File: src/tcb_pkg.sv
`default_nettype none

package tcb_pkg;

  //////////////////////////////
  // bus widths
  //////////////////////////////

  // byte address width
  localparam int unsigned ABW = 32;
  // data word width
  localparam int unsigned DBW = 32;
  // byte lanes per word
  localparam int unsigned BEW = DBW / 8;

  // address, data and byte enable vectors
  typedef logic [ABW-1:0] adr_t;
  typedef logic [DBW-1:0] dat_t;
  typedef logic [BEW-1:0] ben_t;

  //////////////////////////////
  // AXI response codes
  //////////////////////////////

  typedef logic [1:0] resp_t;

  localparam resp_t RESP_OKAY   = 2'd0;
  // range errors are reported as slave errors
  localparam resp_t RESP_SLVERR = 2'd2;

  // last grant of the read/write alternation
  typedef enum logic {
    ARB_RD,
    ARB_WR
  } arb_t;

endpackage

`default_nettype wire

File: src/tcb_axil_rsp.sv
`timescale 1ns/1ps
`default_nettype none

module tcb_axil_rsp #(
  parameter int unsigned DLY = 2
)(
  input  wire                tcb,
  input  wire                arst_n,
  // request issue and delayed response
  input  wire                tcb_trn,
  input  wire                tcb_vld_d,
  input  wire                tcb_wen_d,
  input  wire                tcb_err_d,
  input  wire tcb_pkg::dat_t tcb_rdt,
  output logic               tcb_rdy,
  // AXI4-Lite write response
  output logic               bvalid,
  input  wire                bready,
  output tcb_pkg::resp_t     bresp,
  // AXI4-Lite read data
  output logic               rvalid,
  input  wire                rready,
  output tcb_pkg::dat_t      rdata,
  output tcb_pkg::resp_t     rresp
);

  // pipeline depth plus two spare entries
  localparam int unsigned DEPTH = DLY + 2;
  localparam int unsigned PW    = $clog2(DEPTH);
  localparam int unsigned CW    = $clog2(DEPTH + 1);

  logic          wen_q [0:DEPTH-1];
  logic          err_q [0:DEPTH-1];
  tcb_pkg::dat_t rdt_q [0:DEPTH-1];
  logic [PW-1:0] wpt;
  logic [PW-1:0] rpt;
  // queued entries
  logic [CW-1:0] cnt;
  // in flight plus queued
  logic [CW-1:0] crd;
  logic          head;
  logic          pop;

  // depth need not be a power of two
  function automatic logic [PW-1:0] ptr_nxt(input logic [PW-1:0] ptr);
    return (ptr == PW'(DEPTH-1)) ? '0 : ptr + 1'b1;
  endfunction

  //////////////////////////////
  // response queue
  //////////////////////////////

  always_ff @(posedge tcb) begin
    if (tcb_vld_d) begin
      wen_q[wpt] <= tcb_wen_d;
      err_q[wpt] <= tcb_err_d;
      rdt_q[wpt] <= tcb_rdt;
    end
  end

  always_ff @(posedge tcb or negedge arst_n) begin
    if (!arst_n) begin
      wpt <= '0;
      rpt <= '0;
      cnt <= '0;
      crd <= '0;
    end else begin
      if (tcb_vld_d) wpt <= ptr_nxt(wpt);
      if (pop) rpt <= ptr_nxt(rpt);
      cnt <= cnt + CW'(tcb_vld_d) - CW'(pop);
      // credit taken at issue, returned at handshake
      crd <= crd + CW'(tcb_trn) - CW'(pop);
    end
  end

  assign tcb_rdy = crd < CW'(DEPTH);

  //////////////////////////////
  // B/R steering
  //////////////////////////////

  assign head   = cnt != '0;
  assign bvalid = head &  wen_q[rpt];
  assign rvalid = head & ~wen_q[rpt];
  assign bresp  = err_q[rpt] ? tcb_pkg::RESP_SLVERR : tcb_pkg::RESP_OKAY;
  assign rresp  = err_q[rpt] ? tcb_pkg::RESP_SLVERR : tcb_pkg::RESP_OKAY;
  assign rdata  = rdt_q[rpt];
  // head leaves on its own channel handshake
  assign pop    = (bvalid & bready) | (rvalid & rready);

  a_no_ovf: assert property (@(posedge tcb) disable iff (!arst_n)
    tcb_vld_d |-> cnt < CW'(DEPTH))
    else $error("response queue overflow");

  a_rdata_hold: assert property (@(posedge tcb) disable iff (!arst_n)
    rvalid && !rready |=> $stable(rdata))
    else $error("rdata changed while rvalid waits");

endmodule

`default_nettype wire

File: config.mk
export PLATFORM = sky130hd
export DESIGN_NAME = tcb_axil_rsp
export DESIGN_NICKNAME = d
export VERILOG_FILES = /design/src/tcb_pkg.sv /design/src/tcb_axil_rsp.sv
export SDC_FILE = /design/constraint.sdc
export NUM_CORES = 1
export LEC_CHECK = 0
export ABC_CLOCK_PERIOD_IN_PS = 8000
export BUFFER_PORTS_ARGS = -buffer_cell sky130_fd_sc_hd__buf_4
export CAP_MARGIN = 30
export CORE_UTILIZATION = 58
export DETAILED_ROUTE_END_ITERATION = 6
export MAX_ROUTING_LAYER = met4
export PLACE_DENSITY = 0.82
export SLEW_MARGIN = 20
export SYNTH_ARGS = -nofsm -noshare
export SYNTH_HDL_FRONTEND = slang
export SYNTH_SLANG_ARGS = --single-unit
File: constraint.sdc
create_clock -name tcb -period 8 [get_ports tcb]
set_input_delay 0.8 -clock tcb [delete_from_list [all_inputs] [get_ports tcb]]
set_output_delay 0.8 -clock tcb [all_outputs]
set_load 0.02 [all_outputs]
# Word level (Yosys, flattened, before mapping)
# Memories as Yosys holds them, arrays and structs flattened.
# Cells that the tools add are included.
[totals]
word_cells = 28
regBits = 10
mem_count = 3
output_inout_bits = 39
mem_bits_rw = 136
input_bits = 40
[op_classes]
bitwise = 6
n_eq_ne = 2
add_sub_neg = 6
n_reduce_logical = 1
magnitude_cmp = 1
muxes = 5
[mem_list]
columns = ["memory", "words", "width", "read_ports", "rd_ports_with_merged_regs", "write_ports", "line", "source"]
rows = [
  ["rdt_q", 4, 32, 1, 0, 1, "tcb_axil_rsp.sv:34", "tcb_pkg::dat_t rdt_q [0:DEPTH-1];"],
  ["err_q", 4, 1, 1, 0, 1, "tcb_axil_rsp.sv:33", "logic err_q [0:DEPTH-1];"],
  ["wen_q", 4, 1, 1, 0, 1, "tcb_axil_rsp.sv:32", "logic wen_q [0:DEPTH-1];"],
]
[op_table]
columns = ["op", "count"]
rows = [
  ["$add A3 B1 Y3", 2],
  ["$mux W2", 3],
  ["$sub A3 B1 Y3", 2],
  ["$add A2 B1 Y2 const B", 2],
  ["$and A1 B1 Y1", 4],
  ["$eq A2 B2 Y1 const B", 2],
  ["$lt A3 B3 Y1 const B", 1],
  ["$reduce_bool A3 Y1", 1],
  ["$mux W1", 2],
  ["$not A1 Y1", 1],
  ["$or A1 B1 Y1", 1],
]

# Depth between registers and ports, before layout
# An unclocked memory read counts as a cell.
[depth]
word_depth = 6
ltp_mapped = 9
ltp_nobuf = 8

# Least setup slack after synthesis
# Ideal clock, no wire load.
[synth_timing]
path_kind = "register to register"
start = "register rpt[0]"
end = "register cnt[2]"
required_time_ns = 7.877
arrival_ns = 2.385
slack_ns = 5.492
path_stages_with_launch = 10
synth_period_minus_slack_ns = 2.508
path_buffers = 1
setup_time_ns = 0.123
path_cell_list = "dfrtp_1 -> buf_6 -> mux4_2 -> mux2i_4 -> ha_1 -> inv_1 -> ha_1 -> fa_1 -> xnor2_1 -> xnor2_1"
[synth_via]
elab_chain_len = 6
word_cells_on_any_way = 8
cone_classes = "1 x add/sub; 6 x bitwise; 1 x memory"
[synth_lines]
columns = ["item", "line", "source"]
rows = [
  ["start, declared", "tcb_axil_rsp.sv:36", "logic [PW-1:0] rpt;"],
  ["start signal, assigned", "tcb_axil_rsp.sv:69", "if (pop) rpt <= ptr_nxt(rpt);"],
  ["$mem_v2 Z4 W1 (*)", "n/a", ""],
  ["$not A1 Y1", "tcb_axil_rsp.sv:84", "assign rvalid = head & ~wen_q[rpt];"],
  ["$and A1 B1 Y1", "tcb_axil_rsp.sv:84", ""],
  ["$and A1 B1 Y1", "tcb_axil_rsp.sv:89", "assign pop = (bvalid & bready) | (rvalid & rready);"],
  ["$or A1 B1 Y1 (*)", "tcb_axil_rsp.sv:89", ""],
  ["$sub A3 B1 Y3 (*)", "tcb_axil_rsp.sv:70", "cnt <= cnt + CW'(tcb_vld_d) - CW'(pop);"],
  ["end signal, assigned", "tcb_axil_rsp.sv:70", ""],
  ["end, declared", "tcb_axil_rsp.sv:38", "logic [CW-1:0] cnt;"],
]
# Mark *: on every way between the ends. The rest lies on a longest branch, timed or not.
# A chain may end at the register's enable or synchronous reset.

# Worst setup path after layout
[layout_timing]
start = "register rpt[0]"
end = "output rdata[0]"
[layout_via]
elab_chain_len = 1
[layout_lines]
columns = ["item", "line", "source"]
rows = [
  ["$mem_v2 Z4 W32", "n/a", ""],
  ["end, declared", "tcb_axil_rsp.sv:23", "output tcb_pkg::dat_t rdata,"],
]
# Every way passes these cells.

==> metrics.md <==
| Metric | Value |
|---|---|
| Internal Power | `between 1500 and 2000 uW` |
| Initial detailed-routing violation count | `92` |
| Commonest non-fill, non-tap cell in the layout | `edfxtp_1` |
| Clock network power share | `0.291` |
| Vias | `2,560` |
| Ports | `79` |
| CTS Buf Count | `17` |
| Final setup TNS | `0 ns` |
| Remaining DRCs | `0` |
| HP Class | `input pin to asynchronous set/reset pin` |
| Clock Root Buffer | `clkbuf_8` |
| GRT Total Usage | `0.214` |
| Pwr dens | `395 nW/um2` |
| Clock sinks | `between 100 and 150` |
| Drt pass-1 iters | `4` |
| FFs w/ async S/R, synth | `0.0685` |
| R2R cell count | `8` |
| Final min period | `about 3.3 ns` |
| Final net count | `between 300 and 400` |
| Routed vias/inst | `between 5 and 6` |
| Setup skew after layout | `0.00936 ns` |
| Post-CTS setup buffers | `0` |
| Area growth syn-to-layout | `23.6%` |
| Outcome | `completed` |
| Seq/Total Area, Yosys | `0.785` |
| Type of origin of the critical path | `register` |
| Clk_lat worst skew | `between 0.5 and 0.6 ns` |
| CP endpoint kind | `primary output` |
| DR WL/cell | `20.1 um` |
| RSZ-0062 raised after global routing | `false` |
| ANT cells | `0` |
| Synthesized flop and latch total | `about 150` |
| Pin count of the biggest net entering global routing | `37` |
| Net load switching power | `820 uW` |
| Antenna violations before repair | `0` |
| Tightest Pin Transition | `around 0.95 ns` |
| Setup CP Type | `register to primary output` |
| Number of setup violations in the final report | `0` |
| Syn Inst Count | `236` |
| Netlist area before placement | `5520 um2` |
| EDFF count, synth | `approximately 140` |
| Flop pwr share | `0.407` |
| Commonest non-fill, non-tap cells in the layout | `edfxtp_1 (136), buf_4 (77), mux4_2 (34)` |
| Logic pwr share | `0.302` |
| Max cap viols | `0` |
| Clock tree buffer depth | `2` |
| CP Max Fanout | `20` |
| H-tree depth | `4` |
| Fin crit share | `0.415` |
| Core Rows | `35` |
| DP HPWL | `5300 um` |
| Area of the multi-input gates | `1090 um2` |
| FILL cells | `508` |
| Final Hold Viols | `0` |
| Switch share | `0.304` |
| Predominant post-synthesis flop cell | `edfxtp_1` |
| Ratio of cells with drive above 1 in the final layout | `0.445` |
| Register area | `4340 um2` |
| Initial core utilization | `0.598` |
| Final Wtd Congestion | `0.683` |
| Syn Area/Cell | `~23 um2` |
| # hold bufs at CTS | `0` |
| TritonCTS clock tree | `done` |
| Leak pwr | `about 0.0025 uW` |
| Routed Antenna Nets | `0` |
| First-pass GRT wire length | `14,200 um` |
| IR drop worst, VDD | `0.356 mV` |
| Clk slew on worst S/H paths | `0.06 ns` |
| Final wirelength | `9310 um` |
| Synthesis Warnings | `0` |
| Post-cts sizing count | `0` |
| Core region area | `9240 um2` |
| R2R Setup Slk | `5.01 ns` |
| Vias in the first global route | `2,683` |
| Chip width | `99.6 um` |
| PortBufs | `76` |
| Synth unique cells | `22` |
| R2r endpoint | `cnt[2]$_DFF_PN0_` |
| RR Startpoint | `rpt[1]$_DFFE_PN0N_` |
| Max-slew headroom | `0.369` |
| Arrival @ worst endpoint | `approximately 2.5 ns` |
| GRT Residual Overflow | `0` |
| Worst hold slack | `0.0876 ns` |
| DIE HEIGHT | `about 100 um` |
| Die Area | `9910 um2` |
| Final-report max-slew violation count | `0` |
| Worst EP required | `7.20 ns` |
| Max Freq | `around 300 MHz` |
==> cells in the mapped netlist, types with 3 or more instances <==
cell type  count  share of area
edfxtp_1     136           0.74
dfrtp_1       10          0.045
nor2_1         3         0.0020
xnor2_1        3         0.0048
clkbuf_1       4         0.0027
buf_4          3         0.0041
buf_2          3         0.0027
inv_1         11         0.0075
mux4_2        34           0.14
ha_1           9          0.020
and2_1         4         0.0045
==> final cells by class <==
class / instances / share of cell area
Inverter: 11 / 0.00605
Timing Repair Buffer: 77 / 0.0847
Clock inverter: 8 / 0.00844
Tap cell: 129 / 0.0237
Clock buffer: 24 / 0.0816
Sequential cell: 146 / 0.636
Multi-Input combinational cell: 69 / 0.160
==> worst max-delay path, cell delays in order (launching register included) <==
cell and delay (ns):
dfrtp_2 0.73, buf_4 0.48, mux4_2 0.60, buf_4 0.18
==> kinds of logic after synthesis <==
family,Yosys count,share of synthesized area
compound gates,4,0.00453
simple gates,11,0.00997
mux,37,0.147
fa+ha+maj,11,0.0276
other cells,1,0.000679
flops,146,0.785
buf+inv,22,0.0190
xor+xnor,4,0.00635
==> flip-flops by register name, indices dropped and copies added, names as in the netlist <==
signal and count:
rdt_q 128, err_q 4, wen_q 4, cnt 3, crd 3, rpt 2
wpt 2
==> stage by stage <==
step	cells	setup slack, ns	total power, uW	area (um2)	util
final	464	4.68	2700	6820	0.738
after global routing	464	4.49	2810	6820	0.738
after CTS	464	4.57	2720	6820	0.738
after detailed placement	432	5.01	1940	6210	0.672
after global placement	432	5.09	1910	6210	0.672
after floorplan	237	5.49	1640	5530	-
==> metal layers <==
metal | vias to the layer above | wire, um | track usage
li1 | 1128 | - | -
met1 | 1320 | 3950 | 0.265
met2 | 94 | 4710 | 0.331
met3 | 18 | 506 | 0.0696
met4 | 0 | 142 | 0.0848
met5 | - | 0 | -
==> worst max path at each step <==
stage	cells past startpoint	from	slack (ns)	end
after global placement	8	rpt[1]$_DFFE_PN0N_	5.09	cnt[2]$_DFF_PN0_
after global routing	3	rpt[0]$_DFFE_PN0N_	4.49	rdata[0]
after detailed placement	8	rpt[1]$_DFFE_PN0N_	5.01	cnt[2]$_DFF_PN0_
final	3	rpt[0]$_DFFE_PN0N_	4.68	rdata[0]
after floorplan	9	rpt[0]$_DFFE_PN0N_	5.49	cnt[2]$_DFF_PN0_
after CTS	3	rpt[0]$_DFFE_PN0N_	4.57	rdata[0]
==> power by group through the flow <==
stage	registers [uW]	clock network [uW]	logic (uW)
after detailed placement	1110	0	823
after CTS	1100	793	828
after floorplan	1040	0	599
after global routing	1110	826	873
after global placement	1100	0	808
final	1100	785	815
(Power assumes the default switching activity.)
