<file path="config.mk">
export PLATFORM = sky130hd
export DESIGN_NAME = axil_tcb_req
export DESIGN_NICKNAME = d
export VERILOG_FILES = /design/src/tcb_pkg.sv /design/src/axil_tcb_req.sv
export SDC_FILE = /design/constraint.sdc
export NUM_CORES = 1
export LEC_CHECK = 0
export CORE_MARGIN = 1.5
export CORE_UTILIZATION = 50
export CTS_CLUSTER_SIZE = 25
export DETAILED_ROUTE_END_ITERATION = 7
export DONT_BUFFER_PORTS = 1
export SYNTH_ARGS = -nofsm -noshare
export SYNTH_HDL_FRONTEND = slang
export SYNTH_SLANG_ARGS = --single-unit
</file>
<file path="constraint.sdc">
create_clock -name tcb -period 7.3 [get_ports tcb]
set_input_delay 1.46 -clock tcb [delete_from_list [all_inputs] [get_ports tcb]]
set_output_delay 1.46 -clock tcb [all_outputs]
set_load 0.005 [all_outputs]
</file>
<file path="src/tcb_pkg.sv">
`default_nettype none

package tcb_pkg;

  //////////////////////////////
  // bus widths
  //////////////////////////////

  // byte address width
  localparam int unsigned ABW = 32;
  // data word width
  localparam int unsigned DBW = 32;
  // byte lanes per word
  localparam int unsigned BEW = DBW / 8;

  // address, data and byte enable vectors
  typedef logic [ABW-1:0] adr_t;
  typedef logic [DBW-1:0] dat_t;
  typedef logic [BEW-1:0] ben_t;

  //////////////////////////////
  // AXI response codes
  //////////////////////////////

  typedef logic [1:0] resp_t;

  localparam resp_t RESP_OKAY   = 2'd0;
  // range errors are reported as slave errors
  localparam resp_t RESP_SLVERR = 2'd2;

  // last grant of the read/write alternation
  typedef enum logic {
    ARB_RD,
    ARB_WR
  } arb_t;

endpackage

`default_nettype wire

</file>
<file path="src/axil_tcb_req.sv">
`timescale 1ns/1ps
`default_nettype none

module axil_tcb_req (
  input  wire                tcb,
  input  wire                arst_n,
  // AXI4-Lite write address
  input  wire                awvalid,
  output logic               awready,
  input  wire tcb_pkg::adr_t awaddr,
  // AXI4-Lite write data
  input  wire                wvalid,
  output logic               wready,
  input  wire tcb_pkg::dat_t wdata,
  input  wire tcb_pkg::ben_t wstrb,
  // AXI4-Lite read address
  input  wire                arvalid,
  output logic               arready,
  input  wire tcb_pkg::adr_t araddr,
  // tightly coupled bus request
  output logic               tcb_trn,
  output logic               tcb_wen,
  output tcb_pkg::adr_t      tcb_adr,
  output tcb_pkg::ben_t      tcb_ben,
  output tcb_pkg::dat_t      tcb_wdt,
  input  wire                tcb_rdy
);

  // pending write halves and pending read
  logic          aw_pend;
  logic          w_pend;
  logic          ar_pend;
  tcb_pkg::adr_t aw_adr;
  tcb_pkg::adr_t ar_adr;
  tcb_pkg::dat_t w_dat;
  tcb_pkg::ben_t w_stb;
  // grant state
  tcb_pkg::arb_t arb_last;
  logic          wr_pend;
  logic          rd_sel;
  logic          req_ld;
  logic          idle;

  //////////////////////////////
  // AXI capture
  //////////////////////////////

  // request register empty and credit available
  assign idle    = ~tcb_trn & tcb_rdy;
  assign awready = ~aw_pend & idle;
  assign wready  = ~w_pend  & idle;
  assign arready = ~ar_pend & idle;

  // pending flags, a handshake sets and a grant clears
  always_ff @(posedge tcb or negedge arst_n) begin
    if (!arst_n) begin
      aw_pend <= 1'b0;
      w_pend  <= 1'b0;
      ar_pend <= 1'b0;
    end else begin
      if (awvalid & awready) aw_pend <= 1'b1;
      else if (req_ld & ~rd_sel) aw_pend <= 1'b0;
      if (wvalid & wready) w_pend <= 1'b1;
      else if (req_ld & ~rd_sel) w_pend <= 1'b0;
      if (arvalid & arready) ar_pend <= 1'b1;
      else if (req_ld & rd_sel) ar_pend <= 1'b0;
    end
  end

  // payload only
  always_ff @(posedge tcb) begin
    if (awvalid & awready) aw_adr <= awaddr;
    if (arvalid & arready) ar_adr <= araddr;
    if (wvalid & wready) begin
      w_dat <= wdata;
      w_stb <= wstrb;
    end
  end

  //////////////////////////////
  // grant and request register
  //////////////////////////////

  // a write is ready once both halves are in
  assign wr_pend = aw_pend & w_pend;
  // read wins unless a write is waiting and read went last
  assign rd_sel  = ar_pend & (~wr_pend | (arb_last == tcb_pkg::ARB_WR));
  assign req_ld  = (ar_pend | wr_pend) & idle;

  // reset to write so the first tie goes to read
  always_ff @(posedge tcb or negedge arst_n) begin
    if (!arst_n) begin
      arb_last <= tcb_pkg::ARB_WR;
      tcb_trn  <= 1'b0;
    end else begin
      if (req_ld) arb_last <= rd_sel ? tcb_pkg::ARB_RD : tcb_pkg::ARB_WR;
      // single cycle pulse
      tcb_trn <= req_ld;
    end
  end

  // reads enable every lane
  always_ff @(posedge tcb) begin
    if (req_ld) begin
      tcb_wen <= ~rd_sel;
      tcb_adr <= rd_sel ? ar_adr : aw_adr;
      tcb_ben <= rd_sel ? '1 : w_stb;
      tcb_wdt <= w_dat;
    end
  end

  // credit is held through the issue cycle
  a_trn_rdy: assert property (@(posedge tcb) disable iff (!arst_n) tcb_trn |-> tcb_rdy)
    else $error("tcb_trn issued without credit");

  // AXI source must hold the address
  a_aw_stable: assert property (@(posedge tcb) disable iff (!arst_n)
    awvalid && !awready |=> $stable(awaddr))
    else $error("awaddr changed while awvalid waits");

endmodule

`default_nettype wire

</file>
# ---- Word-level counts from Yosys, hierarchy flattened
# Index checks and enable logic that the tools add are counted.
dict set report word_totals {
  regBits 174
  out_inout_bits 73
  word_cells 43
}
dict set report classes {
  muxes 7
  bitwise 20
  reduce_logical 3
}
# operator n
set op_table {}
lappend op_table {{32-bit two-way mux} 1}
lappend op_table {{1-bit bitwise AND} 12}
lappend op_table {{1-bit two-way mux} 6}
lappend op_table {{1-bit NOT} 6}
lappend op_table {{2-bit nonzero test} 3}
lappend op_table {{1-bit bitwise OR} 2}

# ---- Logic depth before layout (Yosys ltp)
# Gate-level depths: netlist (run 1).
dict set report logic_depth {
  ltp_word 8
  ltp_mapped 4
  mapped_depth_nobuf 2
}

# ---- Least setup slack after synthesis (run 1)
# No wires, ideal clock.
dict set report synth_path {
  path_type {input -> register}
  start {input tcb_rdy}
  end {register tcb_adr[0], enable pin}
  setup_ns 0.433
  arrival_ns 3.331
  required_ns 6.867
  setup_slack_ns 3.536
  path_stages 2
  path_buffers 0
  path_cell_list {nor2b_1 -> o21a_1}
}
dict set report synth_via {
  elab_chain_len 2
}
# item line
set synth_lines {}
lappend synth_lines {{from (decl)} axil_tcb_req.sv:26} ;# input wire tcb_rdy
lappend synth_lines {{1-bit bitwise AND} axil_tcb_req.sv:49} ;# assign idle = ~tcb_trn & tcb_rdy;
lappend synth_lines {{1-bit bitwise AND} axil_tcb_req.sv:88} ;# assign req_ld = (ar_pend | wr_pend) & idle;
lappend synth_lines {{net req_ld} axil_tcb_req.sv:41} ;# logic req_ld;
lappend synth_lines {{to (signal assigned)} axil_tcb_req.sv:106} ;# tcb_adr <= rd_sel ? ar_adr : aw_adr;
lappend synth_lines {{to (decl)} axil_tcb_req.sv:23} ;# output tcb_pkg::adr_t tcb_adr,
# The timed path passes the listed nets, and every way through them passes these cells.
# A chain may end at the register's enable or synchronous reset.

# ---- Worst setup path after layout (run 1)
dict set report layout_path {
  start {input tcb_rdy}
  end {output awready}
}
dict set report layout_via {
  elab_chain_len 2
}
# item line
set layout_lines {}
lappend layout_lines {{1-bit bitwise AND} axil_tcb_req.sv:49}
lappend layout_lines {{1-bit bitwise AND} axil_tcb_req.sv:50} ;# assign awready = ~aw_pend & idle;
lappend layout_lines {{to (decl)} axil_tcb_req.sv:9} ;# output logic awready,
# No other way between the ends.

==> impl_metrics.toml, run 1 <==
[power]
switchingPower_mw = 0.8609
p_sw_share_pct = 29.96
intPower_mw = 2.013
total_power_mw = 2.874
comb_power_share_pct = 18.9
ir_drop_uv = 222.1
leakagePower_nw = 2.360
power.density_mw_per_mm2 = 400.5
clkPwrFrac_pct = 28.6
seqPwrFrac_pct = 52.5

[final_layout]
post-route-util_pct = 56.63
design_area_mm2 = 0.007176
final_nets = 460
area_growth_pct = 10.16
diodes = 0
fin_cells = 538
drive_gt1_share_pct = 18.85

[flow_run]
maxCapViolations = 0

[timing]
finalMaxSlewViolations = 0
hold_viol = 0
period_needed_ns = 3.157
finClkSkew_ns = 0.01084
rsz0062_at_grt = "false"
setup_tns_ns = 0
setup_slack_ns = 4.143
tightest_slew_ns = 1.007
relSlewSlack_pct = 32.69
hold-worst-slack_ns = 0.4187
fin_crit_sh_pct = 43.25
finalSetupViolCount = 0
fmax_ghz = 0.3168

[yosys]
yosysSeqAreaShare_pct = 79.85
netlist_instances = 355
synth_area_mm2 = 0.006514
synthTopCellsByCount = "169 x edfxtp_1, 34 x nand2_1, 33 x nand2b_1, 32 x nand4b_1, 30 x o211ai_2"
synth_top_area_cell = "edfxtp_1"
ys_ff_latch = 174
synth.net_count = 461
synth_edf_count = 169
yosysWarnings = 0
syn_avg_cell_area_um2 = 18.35
yosys-top-cells-area = "edfxtp_1 78%, o211ai_2 5.8%, nand4b_1 4.3%, nand2b_1 3.2%, nand2_1 2.0%"
synth-main-ff-cell = "edfxtp_1"
synth_top_area_share_pct = 77.91
netlist-cell-type-count = 26
synthArstFlopShare_pct = 2.874
synth_most_common_cell = "edfxtp_1"

[clocking]
root_buffer = "clkbuf_16"
ctsResizeCount = 0
ctsHoldBuffers = 0
clkTransAtPathRegs_ns = 0.06
clock_latency_ns = 0.42
clock_sinks = 174
cts_tree = "built"
post_cts_buffers = 0
clock_path_buffers = 2
htree_levels = 4
cts-buffers-inserted = 17

[drt]
wirelength_mm = 11.40
postRouteAntennaNets = 0
wl_per_cell_um = 21.19
via_count = 2974
drtIter0Drc = 217
drc = 0
via_per_inst = 5.528
first_pass_iters = 6

[critical_path]
crit_type = "input pin to output pin"
critPathCaptureType = "output pin"
crit_slowest_cell = "nor2_1"
required_ns = 5.84
arrival_ns = 1.70
cp_cell_sequence = "nand2b_1, nor2_1"
path_max_fanout = 7
path_buf_inv = 0
crit_path_start_kind = "input pin"
cpPeakStageDelay_ns = 0.15
critPathTopFamily = "simple AND/OR/NAND/NOR gates"

[placement]
place_inst = 507
place_hpwl_mm = 6.971
gp_congestion = 0.7466
dpl_cell_area_mm2 = 0.006644
portBuffers = 0
dp_slack_ns = 4.137

[global_route]
antenna_found_initial = 0
gr-total-overflow = 0
grt_pass1_wl_mm = 16.46
grt_max_degree = 75
grt_pass1_vias = 2931
track_usage_pct = 17.05

[floorplan]
rows = 41
fp.dieW_um = 117.1
core_mm2 = 0.01267
start_util_pct = 51.41
dieArea_mm2 = 0.01372
die_h_um = 117.1
ios = 179

[outcome]
outcome = "completed"

[min_path]
hp-class = "register to register"
==> final timing paths <==
check,start,to,slack (ns),depth (start not counted)
worst max-delay path,tcb_rdy,awready,4.14,2
min in group asynchronous,arst_n,ar_pend$_DFFE_PN0P_,0.73,0
worst max register to register,w_pend$_DFFE_PN0P_,tcb_adr[0]$_DFFE_PN_,4.78,3
worst min-delay path,w_dat[9]$_DFFE_PP_,tcb_wdt[9]$_DFFE_PN_,0.42,0
worst min register to register,w_dat[9]$_DFFE_PP_,tcb_wdt[9]$_DFFE_PN_,0.42,0
max in group asynchronous,arst_n,arb_last$_DFFE_PN1N_,6.40,0
==> area by class of cell <==
class                      count  area, µm²
tap                          172      215.2
sequential                   174       5202
timing repair buffer           3      22.52
inverter                       3      11.26
multi-input combinational    155       1192
clock inverter                13      102.6
clock buffer                  18      429.2
fill                         972       5495
==> layer usage <==
metal,routed length (µm),global-route usage [%]
met1,4466,19.47
met3,957,8.496
met2,5826,27.60
met5,0,0
met4,147,6.667
==> flip-flops by register name, summed over array words and instances, names as in the netlist <==
name	cells
tcb_trn	1
w_pend	1
arb_last	1
w_stb	4
ar_adr	32
aw_adr	32
tcb_ben	4
ar_pend	1
w_dat	32
tcb_adr	32
aw_pend	1
tcb_wdt	32
tcb_wen	1
==> power by group through the flow <==
stage               Clock, mW  Sequential, mW  Combinational, mW
detailed placement          0            1.53              0.556
finish                  0.822            1.51              0.543
global route            0.883            1.54              0.601
floorplan                   0            1.46              0.496
CTS                     0.839            1.51              0.555
global placement            0            1.53              0.539
==> kinds of logic (layout without fill, tap and decap cells) <==
kind of cell	after synthesis	count (layout)	synth area share (%)
flops	174	174	79.85
simple gates	114	114	10.93
compound gates	41	41	7.088
buf+inv	26	37	2.132
==> cell usage in the layout, fill, tap and decap left out, types with 3 or more instances in the layout <==
master     count
edfxtp_1     169
nand2_1       34
nand2b_1      33
nand4b_1      32
o211ai_2      30
clkbuf_16     17
inv_6          7
nand3b_1       4
a21o_1         4
nor2_1         3
inv_1          3
dfrtp_1        3
buf_4          3
(Power assumes the default switching activity.)
==> run 2: changes to the inputs <==
--- a/config.mk
+++ b/config.mk
@@ -5,6 +5,7 @@
 export SDC_FILE = /design/constraint.sdc
 export NUM_CORES = 1
 export LEC_CHECK = 0
+export ABC_AREA = 1
 export CORE_MARGIN = 1.5
 export CORE_UTILIZATION = 50
 export CTS_CLUSTER_SIZE = 25
==> constraint.sdc (replaced) <==
create_clock -name tcb -period 3.15 [get_ports tcb]
set_input_delay 0.63 -clock tcb [delete_from_list [all_inputs] [get_ports tcb]]
set_output_delay 0.63 -clock tcb [all_outputs]
set_load 0.005 [all_outputs]
==> impl_metrics.toml, run 2 <==
[yosys]
synth_edf_count = 169
synthMuxAreaShare_pct = 0
syn_avg_cell_area_um2 = 18.45
synth_top_family_by_area = "simple AND/OR/NAND/NOR gates"
yosysSeqAreaShare_pct = 89.51
yosysWarnings = 0
synth-compound-area-share_pct = 0.1723
synth_fa_ha_area_share_pct = 0
synth_most_common_cell = "edfxtp_1"
yosys-top-cells-area = "edfxtp_1 87%, nand2_1 5.2%, nand3_1 2.8%, dfrtp_1 1.7%, inv_1 0.65%"
netlist_instances = 315
ys_ff_latch = 174
synth.net_count = 421
synth_top_area_cell = "edfxtp_1"
synth_top_area_share_pct = 87.34
netlist-cell-type-count = 15
synth_area_mm2 = 0.005811
synthTopCellsByCount = "169 x edfxtp_1, 80 x nand2_1, 33 x nand3_1, 10 x inv_1"
synth-simple-area-share_pct = 8.484
synthXorXnorAreaFrac_pct = 0
synthArstFlopShare_pct = 2.874
synth-main-ff-cell = "edfxtp_1"

[timing]
tightest_slew_ns = 0.7613
finalMaxSlewViolations = 0
hold_viol = 0
relSlewSlack_pct = 49.06
setup_tns_ns = 0
rsz0062_at_grt = "false"
finalSetupViolCount = 0
fmax_ghz = 0.4958
finClkSkew_ns = 0.005372
fin_crit_sh_pct = 64.03
period_needed_ns = 2.017

[clocking]
clkTransAtPathRegs_ns = 0.06
cts_tree = "built"
cts-buffers-inserted = 17
post_cts_buffers = 0
htree_levels = 4
root_buffer = "clkbuf_16"
clock_path_buffers = 2
clock_sinks = 174
clock_latency_ns = 0.42

[global_route]
grt_pass1_wl_mm = 13.83
grt_max_degree = 39
gr-total-overflow = 0
antenna_found_initial = 0
track_usage_pct = 15.74
grt_pass1_vias = 2351

[drt]
via_count = 2505
drc = 0
via_per_inst = 5.144
drtIter0Drc = 167
postRouteAntennaNets = 0
wirelength_mm = 9.129
first_pass_iters = 4
wl_per_cell_um = 18.75

[floorplan]
start_util_pct = 51.11
die_h_um = 110.8
ios = 179
core_mm2 = 0.01137
rows = 39
fp.dieW_um = 110.8
dieArea_mm2 = 0.01228

[critical_path]
path_max_fanout = 38
required_ns = 3.32
cpMostUsedCell = "nand2_1"
cpPeakStageDelay_ns = 0.54
critPathCaptureType = "register"
crit_slowest_cell = "nand2_2"
crit_path_start = "arb_last$_DFFE_PN1N_"
arrival_ns = 2.19
crit_path_start_kind = "register"
cp_cell_sequence = "inv_1, nand3_2, buf_4, nand2_2, nand2_1, nand2_1"
crit_type = "register to register"
r2r_start = "arb_last$_DFFE_PN1N_"

[placement]
place_inst = 454
place_hpwl_mm = 5.696
portBuffers = 0
gp_congestion = 0.7468
dpl_cell_area_mm2 = 0.005984

[final_layout]
layout_common_cells = "169 x edfxtp_1, 80 x nand2_1, 33 x nand3_1, 17 x clkbuf_16, 10 x inv_1"
final_common_cell = "edfxtp_1"
diodes = 0
fin_cells = 487
final_nets = 437
design_area_mm2 = 0.006599
post-route-util_pct = 58.04
drive_gt1_share_pct = 11.05
area_growth_pct = 13.57

[power]
ir_drop_uv = 454.3
power.density_mw_per_mm2 = 942.9
leakagePower_nw = 2.337

[flow_run]
maxCapViolations = 0

[outcome]
outcome = "completed"

[min_path]
hp-class = "input pin to async pin"
run 2: cell types whose count changed in the layout (fill, tap and decap cells not counted), moves of 7 or more:
| cell | change |
|---|---|
| nand3_1 | +33 |
| nand2b_1 | -33 |
| inv_1 | +7 |
| inv_6 | -7 |
| nand2_1 | +46 |
| nand4b_1 | -32 |
| o211ai_2 | -30 |
run 2: logic make-up (layout without fill, tap and decap cells):
kind of cell | Yosys count | after routing
flops | 174 | 174
compound gates | 2 | 2
buf+inv | 21 | 50
simple gates | 118 | 118
run 2: path summary, 6_finish.rpt:
kind	endpoint	slack, ns	cells after the start
worst max register to register	tcb_adr[27]$_DFFE_PN_	1.13	6
worst max-delay path	tcb_adr[27]$_DFFE_PN_	1.13	6
worst min-delay path	arb_last$_DFFE_PN1N_	0.06	0
worst min register to register	tcb_wdt[28]$_DFFE_PN_	0.42	0
min in group tcb	ar_adr[27]$_DFFE_PP_	0.31	0
max in group asynchronous	ar_pend$_DFFE_PN0P_	2.48	1
run 2: metal layers:
metal / up-vias / part of all wire, % / global-route usage, %
met2: 131 / 47 / 23.99
li1: 1180 / - / -
met1: 1180 / 41 / 18.79
met3: 14 / 9.7 / 7.217
met4: 0 / 2.1 / 8.462
met5: - / 0 / 0
run 2: final cells by class:
cell class / instances / area [µm²]
flip-flops and latches: 174 / 5201
fillers: 842 / 4771
multi-input cells: 120 / 514.2
clock buffers: 19 / 432.9
well taps: 143 / 178.9
clock inverters: 13 / 171.4
repair buffers: 8 / 62.56
inverters: 10 / 37.54
run 2: report_power, final:
part	leakage [nW]	internal [mW]	switching, mW
sequential	1.62	3.16	0.195
clock	0.281	1.31	0.786
combinational	0.437	0.176	0.588
run 2: worst max-delay path, delay by kind of cell, from the launching register on:
family | cells | cell delay [ns]
simple gates | 4 | 0.87
flops | 1 | 0.51
buf+inv | 2 | 0.38
run 2: timing repair:
action                                 in CTS  in global routing
hold buffers                                1                  0
setup endpoints to repair                   0                  0
endpoints found under the hold margin       4                  0
resized for setup                           0                  0
run 2: through the flow:
stage / worst slack (ns) / hold slack [ns] / power [mW]
final: 1.133 / 0.05517 / 6.222
after global routing: 0.9586 / 0.03513 / 6.502
after CTS: 1.105 / 0.03129 / 6.296
after detailed placement: 1.107 / 0.3345 / 4.198
after global placement: 1.161 / 0.3345 / 4.155
after floorplan: 0.7391 / 0.3344 / 3.963
